<file path="config.mk">
export PLATFORM = sky130hd
export DESIGN_NAME = pcie_pio
export DESIGN_NICKNAME = d
export VERILOG_FILES = /design/src/design/pcie_pio_pkg.sv /design/src/design/pio_bus_if.sv /design/src/design/pcie_rx.sv /design/src/design/pio_regs.sv /design/src/design/pcie_tx.sv /design/src/design/pcie_pio.sv
export VERILOG_INCLUDE_DIRS = /design/src /design/src/design
export SDC_FILE = /design/constraint.sdc
export NUM_CORES = 1
export LEC_CHECK = 0
export ABC_CLOCK_PERIOD_IN_PS = 10600
export BUFFER_PORTS_ARGS = -buffer_cell sky130_fd_sc_hd__clkbuf_2
export CAP_MARGIN = 5
export CORE_ASPECT_RATIO = 0.9
export CORE_MARGIN = 2
export CORE_UTILIZATION = 65
export CTS_BUF_LIST = sky130_fd_sc_hd__clkbuf_4
export CTS_CLUSTER_SIZE = 8
export DETAILED_ROUTE_END_ITERATION = 8
export MAX_ROUTING_LAYER = met4
export PLACE_DENSITY_LB_ADDON = 0.1
export SYNTH_ARGS = -nofsm -noshare
export SYNTH_HDL_FRONTEND = slang
export SYNTH_HIERARCHICAL = 1
export SYNTH_SLANG_ARGS = --single-unit
</file>
<file path="constraint.sdc">
create_clock -name clock -period 10.6 [get_ports clock]
set_clock_uncertainty 0.2 [all_clocks]
set_input_delay 2.12 -clock clock [delete_from_list [all_inputs] [get_ports clock]]
set_output_delay 2.12 -clock clock [all_outputs]
set_load 0.01 [all_outputs]
</file>
<file path="src/design/pcie_pio_defs.svh">
`ifndef PCIE_PIO_DEFS_SVH
`define PCIE_PIO_DEFS_SVH

// qword register addresses
`define PIO_ADDR_STATUS   13'd0
`define PIO_ADDR_SCRATCH  13'd1
`define PIO_ADDR_COUNTS   13'd2
`define PIO_ADDR_LAST_CPL 13'd7

// fmt/type byte of DW0
// 3DW memory write with data
`define TLP_MWR64 8'h40
// 3DW memory read, no data
`define TLP_MRD   8'h00
// completion with data
`define TLP_CPLD  8'h4A

// pending completions held in front of the transmit stream
`define CPL_QUEUE_DEPTH 4

`endif

</file>
<file path="src/design/pcie_pio_pkg.sv">
package pcie_pio_pkg;

   // DW1 in the upper half, DW0 in the lower half, as on the 64-bit stream
   typedef struct packed {
      logic [15:0] requester_id;
      logic [7:0]  tag;
      logic [3:0]  last_be;
      logic [3:0]  first_be;
      logic [7:0]  fmt_type;
      // tc, attr, td, ep, at
      logic [13:0] rsvd0;
      logic [9:0]  length;
   } tlp_req_hdr_t;

   typedef struct packed {
      logic [15:0] completer_id;
      logic [2:0]  status;
      // bcm
      logic        rsvd1;
      logic [11:0] byte_count;
      logic [7:0]  fmt_type;
      logic [13:0] rsvd0;
      logic [9:0]  length;
   } tlp_cpl_hdr_t;

   // first beat of a TLP, read as a request or as a completion
   typedef union packed {
      tlp_req_hdr_t req;
      tlp_cpl_hdr_t cpl;
   } tlp_hdr_u;

   // one register read waiting to go out as a CplD
   typedef struct packed {
      // requester id and tag
      logic [23:0] rid_tag;
      // qword address low bits
      logic [3:0]  lower_addr;
      logic [63:0] data;
   } cpl_req_t;

endpackage

</file>
<file path="src/design/pio_bus_if.sv">
`timescale 1ns/1ps

interface pio_bus_if;

   // one-cycle strobes, never two at once
   logic        write_valid;
   logic        read_valid;
   logic        completion_valid;

   // qualified by the strobes
   logic [12:0] address;
   logic [63:0] data;
   logic [23:0] rid_tag;

   modport rx (
      output write_valid,
      output read_valid,
      output completion_valid,
      output address,
      output data,
      output rid_tag
   );

   modport regs (
      input write_valid,
      input read_valid,
      input completion_valid,
      input address,
      input data,
      input rid_tag
   );

endinterface

</file>
<file path="src/design/pcie_rx.sv">
`timescale 1ns/1ps
`include "pcie_pio_defs.svh"

module pcie_rx (
   input  logic        clock,
   input  logic        arst_n,
   input  logic        tvalid,
   input  logic        tlast,
   input  logic [63:0] tdata,
   pio_bus_if.rx       bus
);

   // beat index inside the current TLP, saturating at 3
   logic [1:0]             beat_cnt;
   pcie_pio_pkg::tlp_hdr_u hdr;

   logic is_write;
   logic is_read;
   logic is_cpl;

   // header beat was captured on beat 0, so later beats classify from it
   always_comb
   begin
      is_write = (hdr.req.fmt_type == `TLP_MWR64);
      is_read  = (hdr.req.fmt_type == `TLP_MRD);
      is_cpl   = (hdr.cpl.fmt_type == `TLP_CPLD);
   end

   always_ff @(posedge clock or negedge arst_n)
   begin
      if (!arst_n)
      begin
         beat_cnt             <= 2'd0;
         bus.write_valid      <= 1'b0;
         bus.read_valid       <= 1'b0;
         bus.completion_valid <= 1'b0;
      end
      else
      begin
         bus.write_valid      <= 1'b0;
         bus.read_valid       <= 1'b0;
         bus.completion_valid <= 1'b0;
         if (tvalid)
         begin
            if (tlast)
            begin
               beat_cnt <= 2'd0;
               // unknown codes and odd lengths fall through with no strobe
               if (beat_cnt == 2'd2)
               begin
                  bus.write_valid      <= is_write;
                  bus.completion_valid <= is_cpl;
               end
               if (beat_cnt == 2'd1)
                  bus.read_valid <= is_read;
            end
            else if (beat_cnt != 2'd3)
            begin
               beat_cnt <= beat_cnt + 2'd1;
            end
         end
      end
   end

   always_ff @(posedge clock)
   begin
      if (tvalid)
      begin
         case (beat_cnt)
            2'd0:
            begin
               hdr <= tdata;
            end
            2'd1:
            begin
               // DW2 low, first payload dword high
               bus.address     <= tdata[15:3];
               bus.data[31:0]  <= tdata[63:32];
               bus.rid_tag     <= {hdr.req.requester_id, hdr.req.tag};
            end
            2'd2:
            begin
               bus.data[63:32] <= tdata[31:0];
            end
            default:
            begin
            end
         endcase
      end
   end

endmodule

</file>
<file path="src/design/pio_regs.sv">
`timescale 1ns/1ps
`include "pcie_pio_defs.svh"

module pio_regs (
   input  logic                   clock,
   input  logic                   arst_n,
   pio_bus_if.regs                bus,
   input  logic [3:0]             irq_in,
   output logic                   cfg_interrupt,
   input  logic                   cfg_interrupt_rdy,
   output logic [3:0]             led,
   output logic                   cpl_valid,
   output pcie_pio_pkg::cpl_req_t cpl_req
);

   logic [3:0]  int_enable;
   logic [3:0]  irq_latch;
   logic [63:0] scratch;
   logic [63:0] last_cpl;
   logic [15:0] cpl_count;
   logic [15:0] write_count;
   logic [15:0] read_count;

   // read pipeline, first stage
   logic        read_done;
   logic [63:0] read_data;
   logic [23:0] read_rid_tag;
   logic [3:0]  read_lower_addr;
   logic [63:0] read_value;

   logic        status_read;

   assign led         = scratch[3:0];
   assign status_read = bus.read_valid && (bus.address == `PIO_ADDR_STATUS);

   always_comb
   begin
      case (bus.address)
         `PIO_ADDR_STATUS:   read_value = {56'd0, int_enable, irq_latch};
         `PIO_ADDR_SCRATCH:  read_value = scratch;
         `PIO_ADDR_COUNTS:   read_value = {16'd0, cpl_count, write_count, read_count};
         `PIO_ADDR_LAST_CPL: read_value = last_cpl;
         default:            read_value = 64'd0;
      endcase
   end

   always_ff @(posedge clock or negedge arst_n)
   begin
      if (!arst_n)
      begin
         int_enable    <= 4'd0;
         irq_latch     <= 4'd0;
         scratch       <= 64'd0;
         last_cpl      <= 64'd0;
         cpl_count     <= 16'd0;
         write_count   <= 16'd0;
         read_count    <= 16'd0;
         cfg_interrupt <= 1'b0;
         read_done     <= 1'b0;
         cpl_valid     <= 1'b0;
      end
      else
      begin
         if (bus.write_valid)
         begin
            case (bus.address)
               `PIO_ADDR_STATUS:  int_enable <= bus.data[3:0];
               `PIO_ADDR_SCRATCH: scratch    <= bus.data;
               default:
               begin
               end
            endcase
         end
         if (bus.completion_valid)
            last_cpl <= bus.data;

         cpl_count   <= cpl_count + {15'd0, bus.completion_valid};
         write_count <= write_count + {15'd0, bus.write_valid};
         read_count  <= read_count + {15'd0, bus.read_valid};

         // status read hands back the old latch, pulses of this cycle stay
         if (status_read)
            irq_latch <= irq_in;
         else
            irq_latch <= irq_latch | irq_in;

         if ((irq_in & int_enable) != 4'd0)
            cfg_interrupt <= 1'b1;
         else if (cfg_interrupt_rdy)
            cfg_interrupt <= 1'b0;

         read_done <= bus.read_valid;
         cpl_valid <= read_done;
      end
   end

   always_ff @(posedge clock)
   begin
      if (bus.read_valid)
      begin
         read_data       <= read_value;
         read_rid_tag    <= bus.rid_tag;
         read_lower_addr <= bus.address[3:0];
      end
      if (read_done)
      begin
         cpl_req.rid_tag    <= read_rid_tag;
         cpl_req.lower_addr <= read_lower_addr;
         cpl_req.data       <= read_data;
      end
   end

endmodule

</file>
<file path="src/design/pcie_tx.sv">
`timescale 1ns/1ps
`include "pcie_pio_defs.svh"

module pcie_tx (
   input  logic                   clock,
   input  logic                   arst_n,
   input  logic [15:0]            pcie_id,
   input  logic                   cpl_valid,
   input  pcie_pio_pkg::cpl_req_t cpl_req,
   input  logic                   tready,
   output logic                   tvalid,
   output logic [63:0]            tdata,
   output logic                   tlast,
   output logic                   one_dw
);

   localparam int PTR_W = $clog2(`CPL_QUEUE_DEPTH);

   // next beat to put on the stream
   localparam logic [1:0] S_HDR  = 2'd0;
   localparam logic [1:0] S_DW2  = 2'd1;
   localparam logic [1:0] S_DATA = 2'd2;

   pcie_pio_pkg::cpl_req_t queue [`CPL_QUEUE_DEPTH];
   logic [PTR_W-1:0]       wr_ptr;
   logic [PTR_W-1:0]       rd_ptr;
   logic [PTR_W:0]         count;

   logic [1:0]             state;
   pcie_pio_pkg::cpl_req_t cur;
   pcie_pio_pkg::tlp_hdr_u cpl_hdr;
   logic                   advance;
   logic                   pop;

   // output slot is empty or its beat is taken this cycle
   assign advance = !tvalid || tready;
   assign pop     = advance && (state == S_HDR) && (count != '0);

   always_comb
   begin
      cpl_hdr                  = '0;
      cpl_hdr.cpl.fmt_type     = `TLP_CPLD;
      cpl_hdr.cpl.length       = 10'd2;
      cpl_hdr.cpl.completer_id = pcie_id;
      cpl_hdr.cpl.status       = 3'd0;
      cpl_hdr.cpl.byte_count   = 12'd8;
   end

   always_ff @(posedge clock)
   begin
      if (cpl_valid)
         queue[wr_ptr] <= cpl_req;
      if (pop)
         cur <= queue[rd_ptr];
      if (advance)
      begin
         case (state)
            S_HDR:  tdata <= cpl_hdr;
            // lower address is a byte address, 8 bytes per qword
            S_DW2:  tdata <= {cur.data[31:0], cur.rid_tag, 1'b0, cur.lower_addr, 3'b000};
            default: tdata <= {32'd0, cur.data[63:32]};
         endcase
      end
   end

   always_ff @(posedge clock or negedge arst_n)
   begin
      if (!arst_n)
      begin
         wr_ptr <= '0;
         rd_ptr <= '0;
         count  <= '0;
         state  <= S_HDR;
         tvalid <= 1'b0;
         tlast  <= 1'b0;
         one_dw <= 1'b0;
      end
      else
      begin
         if (cpl_valid)
            wr_ptr <= wr_ptr + 1'b1;
         if (pop)
            rd_ptr <= rd_ptr + 1'b1;
         count <= count + {{PTR_W{1'b0}}, cpl_valid} - {{PTR_W{1'b0}}, pop};

         if (advance)
         begin
            case (state)
               S_HDR:
               begin
                  tvalid <= pop;
                  tlast  <= 1'b0;
                  one_dw <= 1'b0;
                  if (pop)
                     state <= S_DW2;
               end
               S_DW2:
               begin
                  state <= S_DATA;
               end
               default:
               begin
                  tlast  <= 1'b1;
                  one_dw <= 1'b1;
                  state  <= S_HDR;
               end
            endcase
         end
      end
   end

endmodule

</file>
<file path="src/design/pcie_pio.sv">
`timescale 1ns/1ps

module pcie_pio (
   input  logic        clock,
   input  logic        arst_n,

   // receive stream from the PCIe core, always accepted
   input  logic        rx_tvalid,
   input  logic        rx_tlast,
   input  logic [63:0] rx_tdata,

   // transmit stream to the PCIe core
   output logic        tx_tvalid,
   input  logic        tx_tready,
   output logic [63:0] tx_tdata,
   output logic        tx_tlast,
   output logic        tx_1dw,

   input  logic [15:0] pcie_id,
   input  logic [3:0]  irq_in,
   output logic        cfg_interrupt,
   input  logic        cfg_interrupt_rdy,
   output logic [3:0]  led
);

   pio_bus_if bus ();

   logic                   cpl_valid;
   pcie_pio_pkg::cpl_req_t cpl_req;

   pcie_rx i_pcie_rx (
      .clock  (clock),
      .arst_n (arst_n),
      .tvalid (rx_tvalid),
      .tlast  (rx_tlast),
      .tdata  (rx_tdata),
      .bus    (bus.rx)
   );

   pio_regs i_pio_regs (
      .clock             (clock),
      .arst_n            (arst_n),
      .bus               (bus.regs),
      .irq_in            (irq_in),
      .cfg_interrupt     (cfg_interrupt),
      .cfg_interrupt_rdy (cfg_interrupt_rdy),
      .led               (led),
      .cpl_valid         (cpl_valid),
      .cpl_req           (cpl_req)
   );

   pcie_tx i_pcie_tx (
      .clock     (clock),
      .arst_n    (arst_n),
      .pcie_id   (pcie_id),
      .cpl_valid (cpl_valid),
      .cpl_req   (cpl_req),
      .tready    (tx_tready),
      .tvalid    (tx_tvalid),
      .tdata     (tx_tdata),
      .tlast     (tx_tlast),
      .one_dw    (tx_1dw)
   );

endmodule

</file>
# Word level (Yosys, flattened, before mapping)
# Memories as Yosys holds them, arrays and structs flattened. A register that Yosys moved wholly into a read port is not among the register bits.
# Index checks and enable logic that the tools add are counted.
classes:
  eq_ne: 10
  reduce_logical: 22
  n_addsub: 8
  n_bitwise: 3
  muxes: 21
op_table:
  columns: ["cell", "n"]
  rows:
  - ["$pmux W64 S4", 1]
  - ["$pmux W64 S2", 1]
  - ["$add A16 B1 Y16", 3]
  - ["$reduce_and A2 Y1", 9]
  - ["$eq A8 B7 Y1 const B", 2]
  - ["$eq A13 B1 Y1 const B", 1]
  - ["$eq A13 B2 Y1 const B", 1]
  - ["$eq A13 B3 Y1 const B", 1]
  - ["$logic_not A13 Y1", 1]
  - ["$mux W1", 13]
  - ["$logic_not A8 Y1", 1]
  - ["$add A2 B1 Y2 const B", 3]
  - ["$mux W2", 3]
  - ["$and A4 B4 Y4", 1]
  - ["$eq A2 B1 Y1 const B", 2]
  - ["$logic_not A2 Y1", 2]
  - ["$mux W4", 1]
  - ["$or A4 B4 Y4", 1]
  - ["$pmux W2 S2", 1]
  - ["$reduce_bool A2 Y1", 2]
  - ["$reduce_bool A4 Y1", 1]
  - ["$add A3 B1 Y3", 1]
  - ["$logic_and A1 B1 Y1", 3]
  - ["$reduce_bool A3 Y1", 1]
  - ["8 further kinds", 8]
totals:
  n_memories: 1
  ramBits: 368
  out_inout_bits: 72
  register_bits: 616
  inputBits: 90
mem_list:
  columns: ["name", "depth", "word_bits", "read_ports", "rd_ports_with_merged_regs", "write_ports", "line", "rtl"]
  rows:
  - ["i_pcie_tx.queue", 4, 92, 1, 1, 1, "pcie_tx.sv:24", "pcie_pio_pkg::cpl_req_t queue [`CPL_QUEUE_DEPTH];"]

# Longest topological paths before layout
depth:
  ltp_word: 6
  depth_mapped: 10

# Cells and area by module
# The synthesis kept the hierarchy.
by_module_without_submodules:
  columns: ["module", "cells_per_inst", "n_inst", "area_per_inst_um2"]
  rows:
  - ["pcie_tx", 817, 1, 19319.8]
  - ["pio_regs", 837, 1, 13918.3]
  - ["pcie_rx", 161, 1, 4307.9]

# Worst setup path after synthesis
# Ideal clock, no wire load.
synth_timing:
  kind: "input to register"
  startpoint: "in tx_tready"
  endpoint: "reg i_pcie_tx.count[2]"
  setup_time_ns: 0.123
  t_required_ns: 10.277
  n_path_buf: 1
  arrival_ns: 7.626
  path_slack_ns: 2.651
  path_stages: 10
  path_cell_list: "nand2b_1 > clkbuf_1 > nand3_1 > inv_1 > ha_1 > inv_1 > ha_1 > fa_1 > xnor2_1 > xnor2_1"
synth_via:
  elab_chain_len: 4
synth_rtl:
  columns: ["element", "line", "rtl"]
  rows:
  - ["start, declared", "pcie_pio.sv:14", "input logic tx_tready,"]
  - ["$logic_or A1 B1 Y1", "pcie_tx.sv:36", "assign advance = !tvalid || tready;"]
  - ["$logic_and A1 B1 Y1 (2 in a row)", "pcie_tx.sv:37", "assign pop = advance && (state == S_HDR) && (count != '0);"]
  - ["via i_pcie_tx.pop", "pcie_tx.sv:33", "logic pop;"]
  - ["$sub A3 B1 Y3", "pcie_tx.sv:84", "count <= count + {{PTR_W{1'b0}}, cpl_valid} - {{PTR_W{1'b0}}, pop};"]
  - ["end signal, assigned", "pcie_tx.sv:84", null]
  - ["end, declared", "pcie_tx.sv:27", "logic [PTR_W:0] count;"]
# The timed path passes the listed nets, and every way through them passes these cells.
# A chain may end at the register's enable or synchronous reset.

# Worst setup path after layout
# Same ends and word-level chain as after synthesis.

==> impl_metrics.yaml <==
route:
  drc_errors: 0
  wl_per_cell_microns: 22.3
  drtIter0Drc: 1611
  via_per_inst: 5.76
  drtAntennaViolNets: 0
  dr.pass1.iters: 7
  routed_wl_microns: 70300
  vias: 18200
clock_network:
  worstSkewPairLatency_ps: 1070
  cts_resized: 0
  cts_buffers: 240
  cts_max_path_buffers: 3
  clk_pin_slew_ps: 80
  cts_hold_buf: 0
  cts_tree: "yes"
  clock-sinks: 1044
  h-tree-depth: 4
  root_buffer: "clkbuf_4"
  postCtsSetupBuffers: 0
cells_and_area:
  synthToLayoutAreaGrowth_pct: 12.6
  instances_no_fill: 3152
  final_layout_size_suffix_gt1_share_pct: 32.4
  fin_nets: 2271
  fill_cells: 3379
die:
  die_w_microns: 257
  ios: 162
  fp.coreArea_sq_um: 57100
  initial_core_util_pct: 65.7
  die_y_microns: 232
  fp-row-count: 83
  dieArea_sq_um: 59700
sta:
  post-route-period-util_pct: 44.2
  fmax_mhz: 214
  worstMarginPinSlew_ps: 1070
  rsz0062_at_grt: "false"
  fin_crit_ps: 4680
  whs_ps: 193
  setup_viol: 0
  hold_viol: 0
  fin_tns_setup_ps: 0
  maxSlewViolCount: 0
  slew-limit-headroom_pct: 28.4
min_path:
  hp-class: "flip-flop to flip-flop"
  hold_start: "i_pcie_rx/hdr[60]"
synth:
  syn_avg_cell_area_sq_um: 20.7
  yosys.area.top_type_share_pct: 67.3
  seq_area_frac_synth_pct: 80.8
  ys_types: 49
  syn_area_sq_um: 37500
  synth_fp_nets: 1922
  ys.flop_type: "edfxtp_1"
  synth_cells: 1815
  post-synth-top-area-cell: "edfxtp_1"
  async_reset_ff_share_pct: 19.4
  yosysMostFrequentCell: "edfxtp_1"
  synth_top_cells_by_count: "841 x edfxtp_1, 203 x dfrtp_1, 92 x mux4_2, 81 x mux2_2, 64 x a22oi_1"
  synth-edff-count: 841
  ys_warn_count: 6
  ys_ff_latch: 1044
  synth.area.top_cells: "edfxtp_1 67%, dfrtp_1 14%, mux4_2 5.5%"
worst_setup_path:
  startpoint: "tx_tready"
  cp.required_ps: 11400
  worstPathMaxFanout: 71
  cp-start-kind: "input port"
  r2r_start: "i_pcie_tx/state[1]"
  cp.arrival_ps: 5480
  worst_setup_path_end_kind: "flip-flop"
  setup.worst_path.class: "input port to flip-flop"
placed_design:
  gp_congestion: 0.842
  dp_hpwl_microns: 42300
  numPortBuffers: 161
  post-place-cells: 2687
global_route:
  track_usage_pct: 25.5
  grt_first_pass_wirelength_microns: 109000
  grt_pass1_vias: 18900
  antenna_found_initial: 9
  grt_max_degree: 76
  overflow: 0
power_and_ir_drop:
  leakage_nw: 15.3
  ir_drop_v: 0.000185
  cellPowerDensity_nw_per_um2: 224
status:
  status: "complete, no violations"
run:
  maxCapViolations: 0
state kept, by name (all words and copies together), names as in the netlist, 3 cells and up:
| register | count |
|---|---|
| i_pio_regs/read_lower_addr | 4 |
| i_pcie_rx/bus.data | 64 |
| i_pio_regs/last_cpl | 64 |
| i_pio_regs/cpl_req | 92 |
| i_pio_regs/read_count | 16 |
| i_pcie_rx/hdr | 32 |
| i_pcie_tx/tdata | 64 |
| i_pio_regs/write_count | 16 |
| i_pio_regs/cpl_count | 16 |
| i_pcie_tx/cur | 92 |
| i_pcie_rx/bus.address | 13 |
| i_pcie_tx/count | 3 |
| i_pcie_tx/queue | 368 |
| i_pio_regs/read_data | 64 |
| i_pio_regs/scratch | 64 |
| i_pcie_rx/bus.rid_tag | 24 |
| i_pio_regs/irq_latch | 4 |
| i_pio_regs/int_enable | 4 |
| i_pio_regs/read_rid_tag | 24 |
power breakdown:
group	total (mW)	switching, mW	internal (mW)
sequential	5.13	0.196	4.94
combinational	1.24	0.718	0.521
clock	3.11	1.47	1.63
total	9.48	2.39	7.09
per-layer routing:
metal | track usage, % | routed length [microns] | up-vias
li1 | - | - | 8074
met1 | 35.6 | 30100 | 9264
met4 | 9.36 | 1380 | 0
met3 | 6.23 | 5350 | 109
met5 | - | 0 | -
met2 | 37.4 | 33500 | 708
cell families (layout without fill, tap and decap cells):
logic type,after synthesis,count (layout),synth area share [%]
flip-flops,1044,1044,80.8
multiplexers,249,249,10.2
AND/OR/NAND/NOR,206,206,2.75
AO/OA/AOI/OAI,155,155,3.16
buffers and inverters,97,660,1.45
XOR/XNOR,47,47,1.10
adder cells (fa/ha/maj),17,17,0.587
other,0,9,0
placed cells by master, fill, tap and decap left out, types with 9 or more instances in the layout:
cell	netlist	layout
ha_1	16	16
inv_1	19	17
edfxtp_1	841	841
buf_4	8	24
nor2_1	57	55
nor3_1	12	12
mux2_1	60	60
xor2_1	21	21
mux4_2	92	92
dfrtp_1	203	197
clkinv_1	0	67
clkbuf_2	0	160
mux2_2	81	81
nand2_1	51	50
nand3_1	23	23
and2_1	27	23
mux2i_1	16	16
xnor2_1	26	26
a22o_1	20	20
o2bb2ai_1	39	39
clkbuf_4	0	375
a22oi_1	64	64
o21ai_0	16	16
diode_2	0	9
worst paths after layout:
check | to | slack, ps | depth (start not counted)
min in group asynchronous | i_pcie_rx/beat_cnt[1] | 870 | 1
worst min-delay path | i_pcie_rx/bus.rid_tag[20] | 190 | 0
worst max-delay path | i_pcie_tx/count[2] | 5920 | 10
worst min register to register | i_pcie_rx/bus.rid_tag[20] | 190 | 0
worst max register to register | i_pcie_tx/count[2] | 6650 | 10
max in group asynchronous | i_pio_regs/last_cpl[12] | 7190 | 3
worst max-delay path: stages:
cell and delay (ps):
clkbuf_2 80, nand2b_4 580, nand3_1 380, clkinv_2 770, ha_1 620, inv_1 50
ha_1 180, fa_1 380, xnor2_1 180, xnor2_1 140
cell type report:
type                    instances  area [sq um]  share of cell area (%)
multi-input cells             674          6710                    15.9
flip-flops and latches       1044         30400                    71.8
repair buffers                185           995                    2.35
diodes                          9          22.5                  0.0533
inverters                      19          72.6                   0.172
well taps                     765           957                    2.26
clock buffers                 375          2820                    6.66
clock inverters                81           348                   0.823
through the flow:
step                util, %  area (sq um)  power, mW  worst slack (ps)
floorplan                 -         37500       6.05              2650
global placement       68.4         39100       6.47              4790
detailed placement     68.4         39100       6.49              4730
CTS                    74.0         42200       9.60              5920
global route           74.0         42300       9.93              5760
finish                 74.0         42300       9.48              5920
(Power assumes the default switching activity.)
